<file path="src/raster_pkg.sv">
package raster_pkg;

    // field widths of the command word and the framebuffer
    localparam int COORD_W = 12;
    localparam int ADDR_W  = 16;
    localparam int PIXEL_W = 16;
    localparam int CMD_W   = 16;
    localparam int OP_W    = 4;
    localparam int ARG_W   = 12;

    typedef logic signed [COORD_W-1:0] coord_t;
    typedef logic        [ADDR_W-1:0]  addr_t;

    // ARGB4444, alpha in the top nibble
    typedef logic        [PIXEL_W-1:0] pixel_t;

    // opcode lives in cmd[15:12], codes 8..15 are ignored
    typedef enum logic [OP_W-1:0] {
        OP_SET_X0     = 4'd0,
        OP_SET_Y0     = 4'd1,
        OP_SET_X1     = 4'd2,
        OP_SET_Y1     = 4'd3,
        OP_SET_COLOR  = 4'd4,
        OP_CLEAR      = 4'd5,
        OP_DRAW_LINE  = 4'd6,
        OP_SWAP       = 4'd7
    } op_e;

endpackage

</file>
<file path="src/cmd_sequencer.sv">
`timescale 1ns/1ps

module cmd_sequencer (
    input  logic                          clk,
    input  logic                          reset_i,

    input  logic                          cmd_valid_i,
    output logic                          cmd_ready_o,
    input  logic [raster_pkg::CMD_W-1:0]  cmd_data_i,

    input  logic                          fill_done_i,
    input  logic                          line_done_i,
    output logic                          fill_start_o,
    output logic                          line_start_o,

    // endpoints stay put while a line is drawn
    output raster_pkg::coord_t            x0_o,
    output raster_pkg::coord_t            y0_o,
    output raster_pkg::coord_t            x1_o,
    output raster_pkg::coord_t            y1_o,
    output raster_pkg::pixel_t            color_o,

    output logic                          swap_o
);
    import raster_pkg::*;

    typedef enum logic [1:0] {
        IDLE,
        FILLING,
        LINING
    } state_e;

    state_e           state;
    logic             accept;
    op_e              op;
    logic [ARG_W-1:0] arg;

    // only take commands while no operation is running
    assign cmd_ready_o = (state == IDLE);
    assign accept      = cmd_valid_i && cmd_ready_o;

    assign op  = op_e'(cmd_data_i[CMD_W-1 -: OP_W]);
    assign arg = cmd_data_i[ARG_W-1:0];

    always_ff @(posedge clk) begin
        if (reset_i) begin
            state        <= IDLE;
            fill_start_o <= 1'b0;
            line_start_o <= 1'b0;
            swap_o       <= 1'b0;
            x0_o         <= '0;
            y0_o         <= '0;
            x1_o         <= '0;
            y1_o         <= '0;
            color_o      <= '0;
        end else begin
            // strobes last a single cycle
            fill_start_o <= 1'b0;
            line_start_o <= 1'b0;
            swap_o       <= 1'b0;

            case (state)
                IDLE: begin
                    if (accept) begin
                        case (op)
                            OP_SET_X0: x0_o <= arg;
                            OP_SET_Y0: y0_o <= arg;
                            OP_SET_X1: x1_o <= arg;
                            OP_SET_Y1: y1_o <= arg;
                            // 12-bit RGB, alpha forced opaque
                            OP_SET_COLOR: color_o <= {4'hF, arg};
                            OP_CLEAR: begin
                                fill_start_o <= 1'b1;
                                state        <= FILLING;
                            end
                            OP_DRAW_LINE: begin
                                line_start_o <= 1'b1;
                                state        <= LINING;
                            end
                            OP_SWAP: swap_o <= 1'b1;
                            default: ;
                        endcase
                    end
                end

                FILLING: begin
                    if (fill_done_i) begin
                        state <= IDLE;
                    end
                end

                LINING: begin
                    if (line_done_i) begin
                        state <= IDLE;
                    end
                end

                default: state <= IDLE;
            endcase
        end
    end

    // a done pulse must always belong to an operation we started
    a_no_done_in_idle: assert property (
        @(posedge clk) disable iff (reset_i)
        (state == IDLE) |-> !(fill_done_i || line_done_i)
    );

endmodule

</file>
<file path="src/fill_counter.sv">
`timescale 1ns/1ps

module fill_counter #(
    parameter int FB_WIDTH  = 128,
    parameter int FB_HEIGHT = 128
) (
    input  logic              clk,
    input  logic              reset_i,
    input  logic              start_i,
    output raster_pkg::addr_t addr_o,
    output logic              active_o,
    output logic              done_o
);
    import raster_pkg::*;

    localparam addr_t LAST_ADDR = addr_t'(FB_WIDTH * FB_HEIGHT - 1);

    // terminal count rides along with the last address
    assign done_o = active_o && (addr_o == LAST_ADDR);

    always_ff @(posedge clk) begin
        if (reset_i) begin
            active_o <= 1'b0;
            addr_o   <= '0;
        end else if (start_i) begin
            active_o <= 1'b1;
            addr_o   <= '0;
        end else if (active_o) begin
            if (done_o) begin
                active_o <= 1'b0;
            end else begin
                addr_o <= addr_o + 1'b1;
            end
        end
    end

    // sequencer must wait for the sweep to finish before restarting
    a_no_restart: assert property (
        @(posedge clk) disable iff (reset_i)
        !(start_i && active_o)
    );

endmodule

</file>
<file path="src/line_stepper.sv">
`timescale 1ns/1ps

module line_stepper (
    input  logic               clk,
    input  logic               reset_i,
    input  logic               start_i,
    input  raster_pkg::coord_t x0_i,
    input  raster_pkg::coord_t y0_i,
    input  raster_pkg::coord_t x1_i,
    input  raster_pkg::coord_t y1_i,
    output raster_pkg::coord_t x_o,
    output raster_pkg::coord_t y_o,
    output logic               drawing_o,
    output logic               done_o
);
    import raster_pkg::*;

    // error term needs headroom for the doubling
    localparam int ERR_W = COORD_W + 3;

    logic signed [ERR_W-1:0] diff_x;
    logic signed [ERR_W-1:0] diff_y;
    logic signed [ERR_W-1:0] abs_x;
    logic signed [ERR_W-1:0] abs_y;

    logic signed [ERR_W-1:0] dx;
    logic signed [ERR_W-1:0] dy;
    logic signed [ERR_W-1:0] err;
    logic signed [ERR_W-1:0] e2;
    logic signed [ERR_W-1:0] err_next;
    logic                    x_neg;
    logic                    y_neg;

    logic at_end;
    logic step_x;
    logic step_y;

    always_comb begin
        diff_x = ERR_W'(x1_i) - ERR_W'(x0_i);
        diff_y = ERR_W'(y1_i) - ERR_W'(y0_i);
        abs_x  = diff_x[ERR_W-1] ? -diff_x : diff_x;
        abs_y  = diff_y[ERR_W-1] ? -diff_y : diff_y;
    end

    // endpoint inputs are held by the sequencer for the whole line
    assign at_end = (x_o == x1_i) && (y_o == y1_i);
    assign done_o = drawing_o && at_end;

    always_comb begin
        e2       = err <<< 1;
        step_x   = (e2 >= dy);
        step_y   = (e2 <= dx);
        err_next = err;
        if (step_x) begin
            err_next = err_next + dy;
        end
        if (step_y) begin
            err_next = err_next + dx;
        end
    end

    always_ff @(posedge clk) begin
        if (reset_i) begin
            drawing_o <= 1'b0;
        end else if (start_i) begin
            drawing_o <= 1'b1;
            x_o       <= x0_i;
            y_o       <= y0_i;
            dx        <= abs_x;
            dy        <= -abs_y;
            x_neg     <= diff_x[ERR_W-1];
            y_neg     <= diff_y[ERR_W-1];
            err       <= abs_x - abs_y;
        end else if (drawing_o) begin
            if (at_end) begin
                drawing_o <= 1'b0;
            end else begin
                err <= err_next;
                if (step_x) begin
                    x_o <= x_neg ? x_o - 1 : x_o + 1;
                end
                if (step_y) begin
                    y_o <= y_neg ? y_o - 1 : y_o + 1;
                end
            end
        end
    end

    // a new line only starts once the previous one has finished
    a_no_start_while_drawing: assert property (
        @(posedge clk) disable iff (reset_i)
        !(start_i && drawing_o)
    );

endmodule

</file>
<file path="src/pixel_writer.sv">
`timescale 1ns/1ps

module pixel_writer #(
    parameter int FB_WIDTH  = 128,
    parameter int FB_HEIGHT = 128
) (
    input  logic               clk,
    input  logic               reset_i,

    input  logic               fill_active_i,
    input  raster_pkg::addr_t  fill_addr_i,

    input  logic               line_drawing_i,
    input  raster_pkg::coord_t line_x_i,
    input  raster_pkg::coord_t line_y_i,

    input  raster_pkg::pixel_t color_i,

    output logic               vram_wr_o,
    output raster_pkg::addr_t  vram_addr_o,
    output raster_pkg::pixel_t vram_data_o
);
    import raster_pkg::*;

    localparam int unsigned FB_SIZE = FB_WIDTH * FB_HEIGHT;

    logic  in_bounds;
    addr_t line_addr;

    // clip against the framebuffer, negative coordinates included
    assign in_bounds = (line_x_i >= 0) && (line_x_i < FB_WIDTH) &&
                       (line_y_i >= 0) && (line_y_i < FB_HEIGHT);

    // row-major linear address
    assign line_addr = addr_t'(line_y_i) * addr_t'(FB_WIDTH) + addr_t'(line_x_i);

    always_ff @(posedge clk) begin
        if (reset_i) begin
            vram_wr_o <= 1'b0;
        end else begin
            vram_wr_o <= fill_active_i || (line_drawing_i && in_bounds);
        end
    end

    always_ff @(posedge clk) begin
        vram_addr_o <= fill_active_i ? fill_addr_i : line_addr;
        vram_data_o <= color_i;
    end

    // clear and line never overlap, the sequencer runs one at a time
    a_one_source: assert property (
        @(posedge clk) disable iff (reset_i)
        !(fill_active_i && line_drawing_i)
    );

    a_addr_in_range: assert property (
        @(posedge clk) disable iff (reset_i)
        vram_wr_o |-> (vram_addr_o < FB_SIZE)
    );

endmodule

</file>
<file path="src/raster_top.sv">
`timescale 1ns/1ps

module raster_top #(
    parameter int FB_WIDTH  = 128,
    parameter int FB_HEIGHT = 128
) (
    input  logic                          clk,
    input  logic                          reset_i,

    // command stream
    input  logic                          cmd_valid_i,
    output logic                          cmd_ready_o,
    input  logic [raster_pkg::CMD_W-1:0]  cmd_data_i,

    // framebuffer write port, no acknowledge
    output logic                          vram_wr_o,
    output raster_pkg::addr_t             vram_addr_o,
    output raster_pkg::pixel_t            vram_data_o,

    output logic                          swap_o
);
    import raster_pkg::*;

    logic   fill_start;
    logic   fill_active;
    logic   fill_done;
    addr_t  fill_addr;

    logic   line_start;
    logic   line_drawing;
    logic   line_done;
    coord_t line_x;
    coord_t line_y;

    coord_t x0;
    coord_t y0;
    coord_t x1;
    coord_t y1;
    pixel_t color;

    cmd_sequencer cmd_sequencer_i (
        .clk          (clk),
        .reset_i      (reset_i),
        .cmd_valid_i  (cmd_valid_i),
        .cmd_ready_o  (cmd_ready_o),
        .cmd_data_i   (cmd_data_i),
        .fill_done_i  (fill_done),
        .line_done_i  (line_done),
        .fill_start_o (fill_start),
        .line_start_o (line_start),
        .x0_o         (x0),
        .y0_o         (y0),
        .x1_o         (x1),
        .y1_o         (y1),
        .color_o      (color),
        .swap_o       (swap_o)
    );

    fill_counter #(
        .FB_WIDTH  (FB_WIDTH),
        .FB_HEIGHT (FB_HEIGHT)
    ) fill_counter_i (
        .clk      (clk),
        .reset_i  (reset_i),
        .start_i  (fill_start),
        .addr_o   (fill_addr),
        .active_o (fill_active),
        .done_o   (fill_done)
    );

    line_stepper line_stepper_i (
        .clk       (clk),
        .reset_i   (reset_i),
        .start_i   (line_start),
        .x0_i      (x0),
        .y0_i      (y0),
        .x1_i      (x1),
        .y1_i      (y1),
        .x_o       (line_x),
        .y_o       (line_y),
        .drawing_o (line_drawing),
        .done_o    (line_done)
    );

    pixel_writer #(
        .FB_WIDTH  (FB_WIDTH),
        .FB_HEIGHT (FB_HEIGHT)
    ) pixel_writer_i (
        .clk            (clk),
        .reset_i        (reset_i),
        .fill_active_i  (fill_active),
        .fill_addr_i    (fill_addr),
        .line_drawing_i (line_drawing),
        .line_x_i       (line_x),
        .line_y_i       (line_y),
        .color_i        (color),
        .vram_wr_o      (vram_wr_o),
        .vram_addr_o    (vram_addr_o),
        .vram_data_o    (vram_data_o)
    );

endmodule

</file>
<file path="config.mk">
export PLATFORM = sky130hd
export DESIGN_NAME = raster_top
export DESIGN_NICKNAME = d
export VERILOG_FILES = /design/src/raster_pkg.sv /design/src/cmd_sequencer.sv /design/src/fill_counter.sv /design/src/line_stepper.sv /design/src/pixel_writer.sv /design/src/raster_top.sv
export SDC_FILE = /design/constraint.sdc
export NUM_CORES = 1
export LEC_CHECK = 0
export ABC_AREA = 1
export BUFFER_PORTS_ARGS = -buffer_cell sky130_fd_sc_hd__buf_2
export CAP_MARGIN = 20
export CELL_PAD_IN_SITES_DETAIL_PLACEMENT = 0
export CELL_PAD_IN_SITES_GLOBAL_PLACEMENT = 1
export CORE_ASPECT_RATIO = 0.8
export CORE_MARGIN = 2
export CORE_UTILIZATION = 30
export CTS_CLUSTER_SIZE = 12
export DETAILED_ROUTE_END_ITERATION = 7
export GPL_TIMING_DRIVEN = 0
export PLACE_DENSITY_LB_ADDON = 0.1
export SLEW_MARGIN = 10
export SYNTH_ARGS = -nofsm -noshare
export SYNTH_HDL_FRONTEND = slang
export SYNTH_SLANG_ARGS = --single-unit
</file>
<file path="constraint.sdc">
create_clock -name clk -period 11.7 [get_ports clk]
set_input_delay 0.585 -clock clk [delete_from_list [all_inputs] [get_ports clk]]
set_output_delay 0.585 -clock clk [all_outputs]
set_load 0.02 [all_outputs]
</file>
==> out/qor.txt, run 1 <==
Iter 0 DRT Violations = 859
CP dominant cell by count = nand2_1
Clk slew on worst S/H paths = 0.08 ns
Die height = 189 um
Max_cap viols = 0
Area of the multi-input gates = 7370 um2
Initial antenna violation count = 1
Mapped cell area = 12900 um2
Crit path kind = reg2reg
Sequential cell area = 4380 um2
Crit. path cell count = 25
Worst Skew = 0.0135 ns
CTS H-tree lvls = 4
Peak VDD IR = 0.102 mV
Clock buffer depth = 2
Pwr dens = 141 nW/um2
Seq pwr share = 34.2%
Static leakage power = 6.79 nW
Port buffer count = 52
Drt first pass iters = 7
Post-CTS sizing = 0
I/O pins = 54
Worst slew pin tran = 1.07 ns
Root buf cell = clkbuf_16
Clock insertion delay at the later pin of the skew report = 0.47 ns
Register area share after synthesis = 34.1%
Most used DFF post-synth = dfxtp_1
Die area = 44600 um2
Hold Fails Final Rpt = 0
Worst path max stage delay = 0.55 ns
Post-CTS Repair Setup Buffers = 0
Die W = 236 um
Placer Congestion = 0.829
Post-route ant nets = 0
Sw power = 0.000818 W
Status = finished clean
CP Data Arrival Time = 6.18 ns
Vias in the first global route = 10500
Delay-heaviest family, CP = simple AND/OR/NAND/NOR gates
Crit-path max FO = 10
Detailed Route WL = 41.2 mm
Vias post-DR = 11300
Placed Area = 13900 um2
Synthesized area per cell = 7.38 um2
Worst R2R Setup Slack = 5.73 ns
Number of nets in the layout = 1969
Antenna cell count = 0
RSZ-0062 raised after global routing = no
Critical path endpoint category = flop
Pin count of the biggest net entering global routing = 20
Minimum clock period = 5.97 ns
Final Slew Violations = 0
Int Pwr = 0.00123 W
Num rows = 67
RR Endpoint = line_stepper_i.err[12]
Worst min path class = reg2reg
CTS Sinks = 184
Clk pwr share = 29.8%
Worst EP required = 11.92 ns
Crit path capture = line_stepper_i.err[12]
Yosys warns = 0
Sw Ratio = 39.9%
Combinational fraction of design power = 36.1%
Rel. slew slack = 28.3%
FMAX = 168 MHz
R2R Path Start = line_stepper_i.err[13]
Seq cells post-synth = 184
Total GRT Usage = 18.9%
Startpoint types = flop
Core area = 42100 um2
Initial Util = 30.6%
Layout cells sized above 1 = 7.91%
TritonCTS clock tree = done
First-pass GRT wire length = 63.6 mm
Hold Path Depth = 0
CP max-delay cell = nor4_1
Synth unique cells = 54
Worst Setup SP = line_stepper_i.err[13]
R2R depth = 25
Period utilisation layout = 51.0%
Post-route DRC = 0
HPWL after DPL = 33.7 mm
Vias/cell = 4.75
Total grt overflow = 0
Hold_buf cts = 0
Num CTS Buffers = 17
Area growth syn-to-layout = 12.7%
Final TNS setup = 0 ns
Final setup viols = 0
Synth Instances = 1744
# fillers = 4519
Fin util = 34.5%
Number of synthesized flops with an enable pin = 70
Fin area = 14500 um2
Routed len/inst = 17.3 um
Asr flop ratio synth = 0%
CP Buf/Inv Count = 3
-- cell families after synthesis --
kind of cell / Yosys count / synth area share (%)
simple gates: 705 / 23.7
compound gates: 354 / 14.8
buf+inv: 299 / 8.88
flops: 184 / 34.1
fa+ha+maj: 130 / 13.1
xor+xnor: 71 / 5.41
other cells: 1 / 0.0291
-- through the flow --
step | hold slack (ns) | cells | setup slack [ns] | total power (W)
final | 0.350 | 2385 | 5.73 | 0.00205
after global routing | 0.355 | 2385 | 5.30 | 0.00219
after CTS | 0.352 | 2383 | 5.80 | 0.00207
after detailed placement | 0.333 | 2351 | 5.84 | 0.00145
after global placement | 0.332 | 2349 | 5.83 | 0.00144
after floorplan | 0.326 | 1745 | 7.58 | 0.00125
-- layout by cell type (no fill, tap or decap), types with 7 or more instances in the layout --
master / instances
a21oi_1: 136
inv_1: 262
clkbuf_1: 26
xor2_1: 43
o22ai_1: 9
xnor2_1: 21
nand2_1: 342
dfxtp_1: 114
edfxtp_1: 70
nand3_1: 75
buf_2: 53
clkbuf_16: 18
nand2_2: 7
or2_2: 20
nand4_1: 24
nor3_1: 26
fa_1: 8
nor2_1: 176
a31oi_1: 9
o21ai_0: 159
nor4_1: 8
ha_1: 122
inv_6: 7
o211ai_1: 7
-- final cells by class --
class / count / share of cell area (%)
Buffer: 33 / 0.983
Sequential cell: 184 / 30.2
Clock buffer: 18 / 3.10
Clock inverter: 14 / 1.06
Multi-Input combinational cell: 1262 / 50.8
Tap cell: 552 / 4.76
Inverter: 266 / 6.90
Timing Repair Buffer: 56 / 2.22
-- power groups by stage --
stage / combinational, W / clock, W / sequential (W)
after global placement: 0.000726 / 0 / 0.000716
after floorplan: 0.000536 / 0 / 0.000715
after CTS: 0.000735 / 0.000631 / 0.000700
after global routing: 0.000833 / 0.000654 / 0.000702
after detailed placement: 0.000731 / 0 / 0.000715
final: 0.000739 / 0.000610 / 0.000700
-- worst min path at each step --
stage          slack, ns                   startpoint                             end
2_1_floorplan       0.33   cmd_sequencer_i.color_o[0]   pixel_writer_i.vram_data_o[0]
3_3_place_gp        0.33  cmd_sequencer_i.color_o[10]  pixel_writer_i.vram_data_o[10]
3_5_place_dp        0.33   cmd_sequencer_i.color_o[8]   pixel_writer_i.vram_data_o[8]
4_1_cts             0.35   cmd_sequencer_i.color_o[1]   pixel_writer_i.vram_data_o[1]
5_1_grt             0.36   cmd_sequencer_i.color_o[0]   pixel_writer_i.vram_data_o[0]
6_report            0.35   cmd_sequencer_i.color_o[6]   pixel_writer_i.vram_data_o[6]
-- routing by layer --
metal | global-route usage [%] | routed length (um)
met2 | 25.8 | 15700
met4 | 3.92 | 381
met5 | 0 | 13
met3 | 3.50 | 1770
met1 | 30.0 | 23400
-- cells in the mapped netlist, drive strengths merged (9+ instances only) --
cell | count | area, um2
a21oi | 137 | 686
a31oi | 9 | 56.3
clkbuf | 26 | 97.6
dfxtp | 114 | 2280
edfxtp | 70 | 2100
ha | 122 | 1530
inv | 264 | 993
nand2 | 352 | 1360
nand3 | 77 | 395
nand4 | 24 | 150
nor2 | 184 | 737
nor3 | 27 | 140
o21ai | 160 | 801
o22ai | 9 | 56.3
or2 | 20 | 125
xnor2 | 22 | 200
xor2 | 49 | 497
-- flip-flops by register name (all words and copies together), names as in the netlist, 2 cells and up --
name	count
line_stepper_i.dx	15
cmd_sequencer_i.state	2
cmd_sequencer_i.y1_o	12
pixel_writer_i.vram_data_o	13
line_stepper_i.x_o	12
cmd_sequencer_i.x0_o	12
line_stepper_i.y_o	12
cmd_sequencer_i.color_o	13
cmd_sequencer_i.x1_o	12
pixel_writer_i.vram_addr_o	16
fill_counter_i.addr_o	16
cmd_sequencer_i.y0_o	12
line_stepper_i.err	14
line_stepper_i.dy	15
-- worst register-to-register path: stages (launching register included) --
cell and delay, ns:
edfxtp_1 0.45, ha_1 0.37, nand2_1 0.11, nor4_1 0.55, o21ai_0 0.40, nand2_1 0.19
or2_2 0.12, nand2_1 0.36, inv_1 0.19, clkbuf_1 0.42, nand2_1 0.10, nand2_1 0.12
ha_1 0.17, inv_1 0.05, fa_1 0.44, nand3b_1 0.18, and2_1 0.18, nor3_1 0.15
nor2_1 0.13, o21ai_0 0.32, a21oi_1 0.12, o21bai_1 0.18, or2_2 0.13, a31oi_1 0.06
o21ai_0 0.15, nand2_1 0.08
(Power assumes the default switching activity.)
==> run 2, diff against run 1 <==
==> constraint.sdc (replaced) <==
create_clock -name clk -period 5.25 [get_ports clk]
set_input_delay 0.2625 -clock clk [delete_from_list [all_inputs] [get_ports clk]]
set_output_delay 0.2625 -clock clk [all_outputs]
set_load 0.02 [all_outputs]
==> run 2 against run 1 <==
Compared with the run above: clock skew decreased by 0.0010 ns; non-clock buffer count unchanged; via count increased by 0.30%; sequential power increased by 120%; power increased by 120%; largest power group unchanged; critical path type unchanged; clock power increased by 120%; combinational power increased by 120%; register-to-register slack got worse by 5.5 ns; maximum frequency increased by 20%.
==> out/qor.txt, run 2 (synthesis results as in run 1) <==
Clock buffer depth = 2 (unchanged)
Startpoint types = flop
Final TNS setup = 0 ns (unchanged)
Vias in the first global route = 10500 (+0.12%)
I/O pins = 54 (unchanged)
Clk slew on worst S/H paths = 0.08 ns (about the same)
Clock insertion delay at the later pin of the skew report = 0.47 ns (about the same)
CTS Sinks = 184 (unchanged)
WHS = 0.0734 ns (-0.277 ns)
TritonCTS clock tree = done
Final setup viols = 0 (unchanged)
Die height = 189 um (unchanged)
Status = finished clean
CP max-delay cell = edfxtp_1
Top Registers = fill_counter_i.addr_o x16, pixel_writer_i.vram_addr_o x16
Iter 0 DRT Violations = 769 (-10%)
Layout cells sized above 1 = 8.51% (+0.60 points)
Minimum clock period = 4.97 ns (-0.995 ns)
Die area = 44600 um2 (unchanged)
Number of nets in the layout = 1969 (unchanged)
Worst path max stage delay = 0.50 ns (-0.05 ns)
Routed len/inst = 17.3 um (+0.35%)
Pwr dens = 314 nW/um2 (+120%)
CTS H-tree lvls = 4 (unchanged)
Vias/cell = 4.77 (+0.30%)
Final Slew Violations = 0 (unchanged)
RSZ-0062 raised after global routing = no
Antenna cell count = 0 (unchanged)
Worst slew pin tran = 1.16 ns (+0.0959 ns)
Total grt overflow = 0 (unchanged)
Die W = 236 um (unchanged)
First-pass GRT wire length = 63.6 mm (about the same)
Crit path kind = reg2reg
# fillers = 4518 (-0.022%)
Root buf cell = clkbuf_16
Crit-path max FO = 10 (unchanged)
Num rows = 67 (unchanged)
Initial Util = 30.6% (unchanged)
Area growth syn-to-layout = 13.2%
Num CTS Buffers = 17 (unchanged)
Peak VDD IR = 0.229 mV (+120%)
Delay-heaviest family, CP = compound AO/OA/AOI/OAI gates
CP Buf/Inv Count = 2 (-1)
Drt first pass iters = 5 (-2)
Cell Chain, Critical Path = ha_1, nand2_1, nor2_1, a211oi_2, nor2_1, o21ai_2, nand2_1, or2_2, nand2_4, inv_1, clkbuf_1, o21ai_0, ha_1, a21oi_1, o21ai_0, nor2_1, o21ai_1, a21oi_1, o21bai_1, or2_2, a31oi_1, o21ai_0, nand2_1
FMAX = 201 MHz (+20%)
Worst Skew = 0.0125 ns (-0.00101 ns)
Max_cap viols = 0 (unchanged)
Core area = 42100 um2 (unchanged)
Hold Fails Final Rpt = 0 (unchanged)
Placer Congestion = 0.829 (unchanged)
Worst min path class = in2reg
Post-route ant nets = 0 (unchanged)
Initial antenna violation count = 1 (unchanged)
HPWL after DPL = 33.7 mm (unchanged)
Vias post-DR = 11400 (+0.30%)
Static leakage power = 6.81 nW (+0.25%)
Total GRT Usage = 18.9% (about the same)
Most common cell after layout, fill and taps aside = nand2_1
Most frequent cells in the layout = 341 x nand2_1, 262 x inv_1, 176 x nor2_1, 156 x o21ai_0, 135 x a21oi_1
Post-route DRC = 0 (unchanged)
CP Data Arrival Time = 5.30 ns (-0.88 ns)
Rel. slew slack = 21.8% (-6.5 points)
Critical path endpoint category = flop
Port buffer count = 52 (unchanged)
Worst EP required = 5.58 ns (-6.34 ns)
Period utilisation layout = 94.7% (+44 points)
Pin count of the biggest net entering global routing = 20 (unchanged)
Detailed Route WL = 41.4 mm (+0.35%)
==> run 2: cell counts in the layout (fill, tap and decap cells not counted) <==
No cell type changed its count.
==> run 2: per-layer routing <==
| layer | routed length (um) | vias to the layer above | track usage (%) |
|---|---|---|---|
| met3 | 1870 | 26 | 3.50 |
| met1 | 23300 | 5223 | 30.0 |
| li1 | - | 5926 | - |
| met4 | 383 | 2 | 3.92 |
| met5 | 13 | - | 0 |
| met2 | 15800 | 188 | 25.9 |
==> run 2: layout make-up <==
class / instances / area [um2] / area share (%)
multi-input combinational: 1262 / 7430 / 51.0
sequential: 184 / 4380 / 30.1
inverter: 266 / 1000 / 6.87
tap: 552 / 691 / 4.74
clock buffer: 18 / 450 / 3.09
timing repair buffer: 56 / 323 / 2.21
clock inverter: 14 / 154 / 1.06
buffer: 33 / 144 / 0.987
==> run 2: path summary, 6_finish.rpt <==
path / cells past startpoint / end / slack (ns) / start
max: 23 / line_stepper_i.err[12] / 0.28 / line_stepper_i.err[1]
min: 3 / cmd_sequencer_i.swap_o / 0.07 / cmd_data_i[13]
max reg2reg: 23 / line_stepper_i.err[12] / 0.28 / line_stepper_i.err[1]
min reg2reg: 0 / pixel_writer_i.vram_data_o[6] / 0.35 / cmd_sequencer_i.color_o[6]
==> run 2: worst reg2reg max path, stage by stage, from the launching register on <==
cell      delay [ns]
edfxtp_1        0.50
ha_1            0.37
nand2_1         0.07
nor2_1          0.04
a211oi_2        0.22
nor2_1          0.08
o21ai_2         0.22
nand2_1         0.11
or2_2           0.31
nand2_4         0.18
inv_1           0.09
clkbuf_1        0.24
o21ai_0         0.34
ha_1            0.39
a21oi_1         0.21
o21ai_0         0.09
nor2_1          0.30
o21ai_1         0.16
a21oi_1         0.17
o21bai_1        0.10
or2_2           0.27
a31oi_1         0.13
o21ai_0         0.14
nand2_1         0.11
==> run 2: repair_timing <==
item	in CTS	in global routing
resized for setup	7	10
endpoints found under the hold margin	0	0
endpoints found under the setup margin	5	4
buffers inserted	0	0
hold buffers	0	0
==> run 2: power breakdown <==
part           leakage [nW]  total (W)  internal [W]  switching (W)
clock                 0.297    0.00136      0.000667       0.000694
sequential             1.56    0.00156       0.00154      0.0000181
combinational          4.95    0.00166      0.000538        0.00112
total                  6.81    0.00458       0.00275        0.00183
==> run 2: stage by stage <==
step	worst slack (ns)	std cells	instance area, um2	total power, W	util, %
after floorplan	1.13	1745	12900	0.00279	-
after global placement	-0.622	2349	13800	0.00321	32.9
after detailed placement	-0.607	2351	13900	0.00322	33.0
after CTS	0.0779	2383	14500	0.00460	34.5
after global routing	0.00548	2385	14600	0.00489	34.6
final	0.279	2385	14600	0.00458	34.6
